$ cat config.mk
export PLATFORM = sky130hd
export DESIGN_NAME = mem_stage
export DESIGN_NICKNAME = d
export VERILOG_FILES = /design/src/dbus_pkg.sv /design/src/uop_pkg.sv /design/src/store_format.sv /design/src/load_align.sv /design/src/dbus_port.sv /design/src/mem_stage_ctrl.sv /design/src/mem_stage.sv
export VERILOG_INCLUDE_DIRS = /design/src
export SDC_FILE = /design/constraint.sdc
export NUM_CORES = 1
export LEC_CHECK = 0
export ABC_AREA = 1
export BUFFER_PORTS_ARGS = -buffer_cell sky130_fd_sc_hd__buf_2
export CAP_MARGIN = 20
export CORE_MARGIN = 2
export CORE_UTILIZATION = 51
export DETAILED_ROUTE_END_ITERATION = 8
export PLACE_DENSITY = 0.83
export SETUP_SLACK_MARGIN = 0.1
export SLEW_MARGIN = 40
export SYNTH_ARGS = -nofsm -noshare
export SYNTH_HDL_FRONTEND = slang
export SYNTH_HIERARCHICAL = 1
export SYNTH_SLANG_ARGS = --single-unit
export TNS_END_PERCENT = 50
$ cat constraint.sdc
create_clock -name clk_i -period 7 [get_ports clk_i]
set_input_delay 1.4 -clock clk_i [delete_from_list [all_inputs] [get_ports clk_i]]
set_output_delay 1.4 -clock clk_i [all_outputs]
set_load 0.02 [all_outputs]
$ cat src/mem_defs.svh
`ifndef MEM_DEFS_SVH
`define MEM_DEFS_SVH

// data and address width
`define XLEN 32

// bytes in one data word
`define MEM_BYTES 4

// uncached i/o window starts here and runs to the top of the map
`define IO_BASE 32'hF000_0000

// architectural register index
`define RD_BITS 5

// reorder tag carried along with each micro-op
`define TAG_BITS 4

`endif

$ cat src/dbus_pkg.sv
`include "mem_defs.svh"

package dbus_pkg;

    // one data word on the l1 port
    typedef logic [`XLEN-1:0] word_t;

    // write enable per byte lane
    typedef logic [`MEM_BYTES-1:0] byte_mask_t;

    // byte offset inside a word
    localparam int unsigned OFF_BITS = $clog2(`MEM_BYTES);

    localparam byte_mask_t MASK_NONE = '0;
    localparam byte_mask_t MASK_ALL  = '1;

    // word aligned form of a byte address
    function automatic word_t word_addr(word_t addr);
        return {addr[`XLEN-1:OFF_BITS], {OFF_BITS{1'b0}}};
    endfunction

    // i/o window bypasses the cache
    function automatic logic is_uncached(word_t addr);
        return addr >= `IO_BASE;
    endfunction

endpackage

$ cat src/uop_pkg.sv
`include "mem_defs.svh"

package uop_pkg;

    // memory op code as it leaves decode
    typedef enum logic [3:0] {
        NONE = 4'd0,
        LB   = 4'd1,
        LBU  = 4'd2,
        LH   = 4'd3,
        LHU  = 4'd4,
        LW   = 4'd5,
        SB   = 4'd6,
        SH   = 4'd7,
        SW   = 4'd8
    } mem_op_e;

    typedef logic [`TAG_BITS-1:0] tag_t;

    function automatic logic is_load(mem_op_e op);
        return op inside {LB, LBU, LH, LHU, LW};
    endfunction

    function automatic logic is_store(mem_op_e op);
        return op inside {SB, SH, SW};
    endfunction

    // anything that has to go out to the cache
    function automatic logic is_mem(mem_op_e op);
        return is_load(op) || is_store(op);
    endfunction

    function automatic logic is_half(mem_op_e op);
        return op inside {LH, LHU, SH};
    endfunction

    function automatic logic is_word(mem_op_e op);
        return op inside {LW, SW};
    endfunction

endpackage

$ cat src/store_format.sv
`timescale 1ns/10ps

`include "mem_defs.svh"

module store_format (
    input  uop_pkg::mem_op_e    op_i,
    input  logic [1:0]          addr_lo_i,
    input  dbus_pkg::word_t     rs2_i,
    output dbus_pkg::word_t     data_o,
    output dbus_pkg::byte_mask_t mask_o
);

    import uop_pkg::*;
    import dbus_pkg::*;

    logic [7:0]  st_byte;
    logic [15:0] st_half;

    assign st_byte = rs2_i[7:0];
    assign st_half = rs2_i[15:0];

    always_comb begin
        data_o = rs2_i;
        mask_o = MASK_NONE; // loads never write

        case (op_i)
            SB: begin
                // same byte in every lane, mask picks the one
                data_o = {`MEM_BYTES{st_byte}};
                mask_o = byte_mask_t'(1) << addr_lo_i;
            end
            SH: begin
                data_o = {(`MEM_BYTES/2){st_half}};
                mask_o = byte_mask_t'(2'b11) << {addr_lo_i[1], 1'b0}; // low or high half
            end
            SW: begin
                data_o = rs2_i;
                mask_o = MASK_ALL;
            end
            default: begin
                data_o = rs2_i;
                mask_o = MASK_NONE;
            end
        endcase
    end

endmodule

$ cat src/load_align.sv
`timescale 1ns/10ps

`include "mem_defs.svh"

module load_align (
    input  uop_pkg::mem_op_e    op_i,
    input  logic [1:0]          addr_lo_i,
    input  dbus_pkg::word_t     word_i,
    output dbus_pkg::word_t     value_o
);

    import uop_pkg::*;
    import dbus_pkg::*;

    word_t       shifted;
    logic [7:0]  ld_byte;
    logic [15:0] ld_half;

    // bring the addressed lane down to bit 0
    assign shifted = word_i >> {addr_lo_i, 3'b000};
    assign ld_byte = shifted[7:0];
    assign ld_half = shifted[15:0];

    always_comb begin
        case (op_i)
            LB: begin
                value_o = {{(`XLEN-8){ld_byte[7]}}, ld_byte};
            end
            LBU: begin
                value_o = {{(`XLEN-8){1'b0}}, ld_byte};
            end
            LH: begin
                value_o = {{(`XLEN-16){ld_half[15]}}, ld_half};
            end
            LHU: begin
                value_o = {{(`XLEN-16){1'b0}}, ld_half};
            end
            default: begin
                value_o = word_i; // lw, whole word as returned
            end
        endcase
    end

endmodule

$ cat src/dbus_port.sv
`timescale 1ns/10ps

`include "mem_defs.svh"

module dbus_port (
    input  logic                    clk_i,
    input  logic                    rstn_i,

    // from the control module and the formatter
    input  logic                    issue_i,
    input  logic                    write_i,
    input  logic [`XLEN-1:0]        addr_i,
    input  dbus_pkg::word_t         wdata_i,
    input  dbus_pkg::byte_mask_t    mask_i,
    input  logic                    waiting_i,
    output logic                    accepted_o,
    output logic                    resp_valid_o,
    output dbus_pkg::word_t         resp_data_o,

    // l1 data cache request
    output logic                    l1d_req_valid_o,
    output logic [`XLEN-1:0]        l1d_req_addr_o,
    output logic                    l1d_req_write_o,
    output dbus_pkg::word_t         l1d_req_data_o,
    output dbus_pkg::byte_mask_t    l1d_req_mask_o,
    output logic                    l1d_req_uncached_o,
    input  logic                    l1d_req_ready_i,

    // l1 data cache response
    input  logic                    l1d_resp_valid_i,
    input  dbus_pkg::word_t         l1d_resp_data_i,
    output logic                    l1d_resp_ready_o
);

    import dbus_pkg::*;

    logic       pending_q;  // issued, cache has not taken it yet
    word_t      addr_q;
    logic       write_q;
    word_t      wdata_q;
    byte_mask_t mask_q;

    // first cycle goes straight from the inputs, later cycles from the copy
    assign l1d_req_valid_o = issue_i | pending_q;
    assign l1d_req_addr_o  = pending_q ? addr_q  : word_addr(addr_i);
    assign l1d_req_write_o = pending_q ? write_q : write_i;
    assign l1d_req_data_o  = pending_q ? wdata_q : wdata_i;
    assign l1d_req_mask_o  = pending_q ? mask_q  : mask_i;

    assign l1d_req_uncached_o = is_uncached(l1d_req_addr_o);

    assign accepted_o = l1d_req_valid_o & l1d_req_ready_i;

    // response side, ready only while a load is outstanding
    assign l1d_resp_ready_o = waiting_i;
    assign resp_valid_o     = l1d_resp_valid_i;
    assign resp_data_o      = l1d_resp_data_i;

    always_ff @(posedge clk_i) begin
        if (!rstn_i) begin
            pending_q <= 1'b0;
        end else if (accepted_o) begin
            pending_q <= 1'b0;
        end else if (issue_i) begin
            pending_q <= 1'b1;
        end
    end

    always_ff @(posedge clk_i) begin
        if (issue_i) begin
            addr_q  <= word_addr(addr_i);
            write_q <= write_i;
            wdata_q <= wdata_i;
            mask_q  <= mask_i;
        end
    end

    // request must not move under a stalled cache
    a_req_stable: assert property (@(posedge clk_i) disable iff (!rstn_i)
        l1d_req_valid_o && !l1d_req_ready_i |=>
            l1d_req_valid_o && $stable(l1d_req_addr_o) && $stable(l1d_req_write_o)
            && $stable(l1d_req_data_o) && $stable(l1d_req_mask_o));

endmodule

$ cat src/mem_stage_ctrl.sv
`timescale 1ns/10ps

`include "mem_defs.svh"

module mem_stage_ctrl (
    input  logic                clk_i,
    input  logic                rstn_i,

    input  logic                uop_valid_i,
    input  uop_pkg::mem_op_e    uop_op_i,
    input  logic [`XLEN-1:0]    uop_addr_i,
    input  logic [`RD_BITS-1:0] uop_rd_i,
    input  uop_pkg::tag_t       uop_tag_i,

    input  logic                accepted_i,
    input  logic                resp_valid_i,
    input  logic [`XLEN-1:0]    load_data_i,

    output logic                issue_o,
    output logic                issue_write_o,
    output logic                waiting_o,
    output logic                stall_o,

    output logic                wb_valid_o,
    output logic                wb_we_o,
    output logic [`RD_BITS-1:0] wb_rd_o,
    output logic [`XLEN-1:0]    wb_data_o,
    output uop_pkg::tag_t       wb_tag_o
);

    import uop_pkg::*;

    typedef enum logic [1:0] {
        IDLE,
        REQ,    // issued and waiting for the cache to take it
        WAIT    // load out and waiting for data
    } state_e;

    state_e state_q;
    state_e state_d;
    logic   wb_fire;    // uop retires into the writeback regs this edge

    always_comb begin
        state_d = state_q;
        issue_o = 1'b0;
        stall_o = 1'b0;
        wb_fire = 1'b0;

        case (state_q)
            IDLE: begin
                if (uop_valid_i && is_mem(uop_op_i)) begin
                    issue_o = 1'b1;
                    if (!accepted_i) begin
                        stall_o = 1'b1;
                        state_d = REQ;
                    end else if (is_load(uop_op_i)) begin
                        stall_o = 1'b1;
                        state_d = WAIT;
                    end else begin
                        wb_fire = 1'b1; // store taken on first try
                    end
                end else if (uop_valid_i) begin
                    wb_fire = 1'b1;
                end
            end
            REQ: begin
                stall_o = 1'b1;
                if (accepted_i && is_load(uop_op_i)) begin
                    state_d = WAIT;
                end else if (accepted_i) begin
                    stall_o = 1'b0;
                    wb_fire = 1'b1;
                    state_d = IDLE;
                end
            end
            WAIT: begin
                stall_o = !resp_valid_i;
                if (resp_valid_i) begin
                    wb_fire = 1'b1;
                    state_d = IDLE;
                end
            end
            default: begin
                state_d = IDLE;
            end
        endcase
    end

    assign issue_write_o = is_store(uop_op_i);
    assign waiting_o     = (state_q == WAIT);

    always_ff @(posedge clk_i) begin
        if (!rstn_i) begin
            state_q    <= IDLE;
            wb_valid_o <= 1'b0;
        end else begin
            state_q    <= state_d;
            wb_valid_o <= wb_fire;
        end
    end

    // alu result rides on the address bus for non-memory ops
    always_ff @(posedge clk_i) begin
        if (wb_fire) begin
            wb_we_o   <= !is_store(uop_op_i);
            wb_rd_o   <= uop_rd_i;
            wb_tag_o  <= uop_tag_i;
            wb_data_o <= is_load(uop_op_i) ? load_data_i : uop_addr_i;
        end
    end

    a_half_aligned: assert property (@(posedge clk_i) disable iff (!rstn_i)
        uop_valid_i && is_half(uop_op_i) |-> !uop_addr_i[0]);

    a_word_aligned: assert property (@(posedge clk_i) disable iff (!rstn_i)
        uop_valid_i && is_word(uop_op_i) |-> uop_addr_i[1:0] == 2'b00);

    // cache may only answer a load we are waiting on
    a_resp_in_wait: assert property (@(posedge clk_i) disable iff (!rstn_i)
        resp_valid_i |-> state_q == WAIT);

endmodule

$ cat src/mem_stage.sv
`timescale 1ns/10ps

`include "mem_defs.svh"

module mem_stage (
    input  logic                    clk_i,
    input  logic                    rstn_i,

    // from the execute stage
    input  logic                    uop_valid_i,
    input  uop_pkg::mem_op_e        uop_op_i,
    input  logic [`XLEN-1:0]        uop_addr_i,
    input  logic [`XLEN-1:0]        uop_wdata_i,
    input  logic [`RD_BITS-1:0]     uop_rd_i,
    input  uop_pkg::tag_t           uop_tag_i,
    output logic                    stall_o,

    // to writeback
    output logic                    wb_valid_o,
    output logic                    wb_we_o,
    output logic [`RD_BITS-1:0]     wb_rd_o,
    output logic [`XLEN-1:0]        wb_data_o,
    output uop_pkg::tag_t           wb_tag_o,

    // l1 data cache
    output logic                    l1d_req_valid_o,
    output logic [`XLEN-1:0]        l1d_req_addr_o,
    output logic                    l1d_req_write_o,
    output dbus_pkg::word_t         l1d_req_data_o,
    output dbus_pkg::byte_mask_t    l1d_req_mask_o,
    output logic                    l1d_req_uncached_o,
    input  logic                    l1d_req_ready_i,
    input  logic                    l1d_resp_valid_i,
    input  dbus_pkg::word_t         l1d_resp_data_i,
    output logic                    l1d_resp_ready_o
);

    import dbus_pkg::*;

    logic       issue;
    logic       issue_write;
    logic       waiting;
    logic       accepted;
    logic       resp_valid;
    word_t      resp_data;
    word_t      load_value;
    word_t      st_data;
    byte_mask_t st_mask;

    mem_stage_ctrl u_ctrl (
        .clk_i          ( clk_i         ),
        .rstn_i         ( rstn_i        ),
        .uop_valid_i    ( uop_valid_i   ),
        .uop_op_i       ( uop_op_i      ),
        .uop_addr_i     ( uop_addr_i    ),
        .uop_rd_i       ( uop_rd_i      ),
        .uop_tag_i      ( uop_tag_i     ),
        .accepted_i     ( accepted      ),
        .resp_valid_i   ( resp_valid    ),
        .load_data_i    ( load_value    ),
        .issue_o        ( issue         ),
        .issue_write_o  ( issue_write   ),
        .waiting_o      ( waiting       ),
        .stall_o        ( stall_o       ),
        .wb_valid_o     ( wb_valid_o    ),
        .wb_we_o        ( wb_we_o       ),
        .wb_rd_o        ( wb_rd_o       ),
        .wb_data_o      ( wb_data_o     ),
        .wb_tag_o       ( wb_tag_o      )
    );

    dbus_port u_dbus (
        .clk_i              ( clk_i              ),
        .rstn_i             ( rstn_i             ),
        .issue_i            ( issue              ),
        .write_i            ( issue_write        ),
        .addr_i             ( uop_addr_i         ),
        .wdata_i            ( st_data            ),
        .mask_i             ( st_mask            ),
        .waiting_i          ( waiting            ),
        .accepted_o         ( accepted           ),
        .resp_valid_o       ( resp_valid         ),
        .resp_data_o        ( resp_data          ),
        .l1d_req_valid_o    ( l1d_req_valid_o    ),
        .l1d_req_addr_o     ( l1d_req_addr_o     ),
        .l1d_req_write_o    ( l1d_req_write_o    ),
        .l1d_req_data_o     ( l1d_req_data_o     ),
        .l1d_req_mask_o     ( l1d_req_mask_o     ),
        .l1d_req_uncached_o ( l1d_req_uncached_o ),
        .l1d_req_ready_i    ( l1d_req_ready_i    ),
        .l1d_resp_valid_i   ( l1d_resp_valid_i   ),
        .l1d_resp_data_i    ( l1d_resp_data_i    ),
        .l1d_resp_ready_o   ( l1d_resp_ready_o   )
    );

    // upstream holds the uop while stalled, so both formatters read it directly
    store_format u_store_fmt (
        .op_i       ( uop_op_i          ),
        .addr_lo_i  ( uop_addr_i[1:0]   ),
        .rs2_i      ( uop_wdata_i       ),
        .data_o     ( st_data           ),
        .mask_o     ( st_mask           )
    );

    load_align u_load_align (
        .op_i       ( uop_op_i          ),
        .addr_lo_i  ( uop_addr_i[1:0]   ),
        .word_i     ( resp_data         ),
        .value_o    ( load_value        )
    );

endmodule

==> flow_metrics.env <==
export IMPL_ys_warn_count=6
export IMPL_crit_path_end_kind="output pin"
export IMPL_area_growth_pct=18.98
export IMPL_dr_pass1_iters=5
export IMPL_wirelength_mm=17.88
export IMPL_finalPower_mw=2.043
export IMPL_power_frac_comb_pct=20.8
export IMPL_required_ns=5.60
export IMPL_syn_avg_cell_area_um2=7.811
export IMPL_cts_clk_slew_worst_paths_ns=0.05
export IMPL_synthTopCellsByArea="edfxtp_1 48%, nand2_1 24%, nand3_1 11%, buf_4 6.6%, inv_1 3.2%"
export IMPL_max_freq_ghz=0.2116
export IMPL_clock_skew_final_ns=0.005425
export IMPL_dp_slack_ns=2.075
export IMPL_arrival_ns=3.32
export IMPL_grt_max_degree=69
export IMPL_synth_largest_area_cell="edfxtp_1"
export IMPL_max_cap_violations=0
export IMPL_syn_inst=876
export IMPL_clock_sinks=113
export IMPL_post_route_drc_count=0
export IMPL_yosys_cell_types_count=25
export IMPL_mostFrequentLayoutCell="nand2_1"
export IMPL_intPower_mw=1.436
export IMPL_ir_worst_vdd_mv=0.1374
export IMPL_track_usage_pct=24.73
export IMPL_timing_final_max_slew_violations=0
export IMPL_ctsResizeCount=0
export IMPL_p_sw_mw=0.6074
export IMPL_clkLatencyLatePin_ns=0.40
export IMPL_cp_start_kind="primary input"
export IMPL_cts_buffers=17
export IMPL_hold_viol=0
export IMPL_hold_path_class="flop to flop"
export IMPL_tritoncts="yes"
export IMPL_portBuffers=227
export IMPL_power_density_nw_per_um2=251.0
export IMPL_path_class="primary input to output pin"
export IMPL_p_sw_share_pct=29.73
export IMPL_vias=6265
export IMPL_grt_pass1_vias=5469
export IMPL_cts_buffer_depth=2
export IMPL_ant_nets=0
export IMPL_period_share_pct=67.50
export IMPL_drive_above_1_share_pct=27.19
export IMPL_path_max_fanout=68
export IMPL_antenna_cells=0
export IMPL_rsz0062_at_grt="false"
export IMPL_cts_root_buf="clkbuf_16"
export IMPL_synth_seq_cells=113
export IMPL_antenna_found_initial=1
export IMPL_layout_nets=1153
export IMPL_netlist_area_um2=6843
export IMPL_dieArea_um2=14360
export IMPL_overflow=0
export IMPL_ys_seq_area_share_pct=49.00
export IMPL_ctsHoldBuffers=0
export IMPL_viasPerCell=5.102
export IMPL_ios=230
export IMPL_setup_viol=0
export IMPL_worst_pin_slew_ns=0.7468
export IMPL_grt_pass1_wl_mm=27.48
export IMPL_hpwl_mm=12.25
export IMPL_synth_top_cell_area_share_pct=47.83
export IMPL_rows=42
export IMPL_post_cts_buffers=0
export IMPL_start_util_pct=51.88
export IMPL_status="finished clean"
export IMPL_die_h_um=119.8
export IMPL_seqPwrFrac_pct=41.3
export IMPL_power_leakage_nw=4.256
export IMPL_die_w_um=119.8
export IMPL_htreeDepth=4
export IMPL_place_congestion=0.9630
export IMPL_period_minus_slack_ns=4.725
export IMPL_pwr_share_clk_pct=38.0
export IMPL_final_util_pct=61.72
export IMPL_final_cell_mix="426 x nand2_1, 227 x buf_2, 143 x nand3_1"
export IMPL_finalSetupTns_ns=0
export IMPL_drt_iter0_drc=774
export IMPL_fp_coreArea_um2=13190
export IMPL_setup_ws_ns=2.275
export IMPL_max_slew_margin_pct=50.21
export IMPL_routedWlPerCell_um=14.56
[area by class of cell]
cell class	count	area [µm²]
clock inverters	12	93.84
well taps	176	220.2
inverters	64	245.2
clock buffers	20	436.7
multi-input cells	613	2629
repair buffers	230	1162
flip-flops and latches	113	3354
fillers	1172	5049
[metrics by stage]
step / hold WS (ns) / area (µm²) / instances
after floorplan: 0.5200 / 6847 / 877
after global placement: 0.5478 / 7587 / 1196
after detailed placement: 0.5684 / 7602 / 1196
after CTS: 0.5809 / 8133 / 1228
after global routing: 0.6181 / 8142 / 1228
final: 0.5888 / 8142 / 1228
[final timing paths]
kind / start / end / slack, ns / cells past startpoint
setup / recovery: uop_op_i[1] / stall_o / 2.28 / 10
hold / removal: u_ctrl/state_q[0] / u_ctrl/state_q[0] / 0.59 / 2
setup reg to reg: u_dbus/pending_q / u_ctrl/wb_data_o[17] / 4.35 / 7
hold reg to reg: u_ctrl/state_q[0] / u_ctrl/state_q[0] / 0.59 / 2
[logic make-up (layout without fill, tap and decap cells)]
group / count (synthesis) / after routing / share of synthesized area, %
and+or+nand+nor: 604 / 604 / 37.05
other: 1 / 2 / 0.05480
AOI/OAI and AO/OA: 7 / 7 / 0.8593
buffers and inverters: 151 / 326 / 13.04
DFF: 113 / 113 / 49.00
[routing by layer]
metal | vias up | global-route usage [%] | routed length [µm]
met5 | - | 0 | 11
met4 | 2 | 10.59 | 434
met3 | 42 | 4.943 | 1348
met2 | 318 | 37.50 | 8251
met1 | 2796 | 34.67 | 7837
li1 | 3107 | - | -
[cells in the mapped netlist]
cell type	instances
a21oi_1	3
a21oi_2	2
and3_1	1
buf_2	16
buf_4	60
buf_6	10
clkbuf_1	1
conb_1	1
dfxtp_1	4
edfxtp_1	109
inv_1	58
inv_2	5
inv_6	1
nand2_1	429
nand2_2	4
nand2_4	2
nand3_1	144
nand3_2	3
nand3_4	1
nand3b_1	1
nor2_1	15
nor2_2	3
nor2_8	1
o21ai_1	1
o31ai_4	1
[sequential cells by signal, summed over array words and instances, names as in the netlist]
register,cells
u_ctrl/wb_data_o,32
u_dbus/wdata_q,32
u_dbus/addr_q,30
u_ctrl/wb_rd_o,5
u_ctrl/wb_tag_o,4
u_dbus/mask_q,4
u_ctrl/state_q,2
u_ctrl/wb_valid_o,1
u_ctrl/wb_we_o,1
u_dbus/pending_q,1
u_dbus/write_q,1
[worst max-delay path, stage by stage]
cell     delay, ns
buf_2         0.30
nor2_2        0.08
nand2_2       0.08
nand2_4       0.24
nand3_2       0.16
and3_4        0.19
buf_6         0.50
o21ai_1       0.11
nand2_1       0.07
buf_2         0.15
[power groups by stage]
stage	Combinational (mW)	Clock, mW	Sequential [mW]
floorplan	0.254	0	0.898
global placement	0.416	0	0.855
detailed placement	0.423	0	0.856
CTS	0.425	0.789	0.844
global route	0.465	0.822	0.849
finish	0.425	0.776	0.843
(Power assumes the default switching activity.)
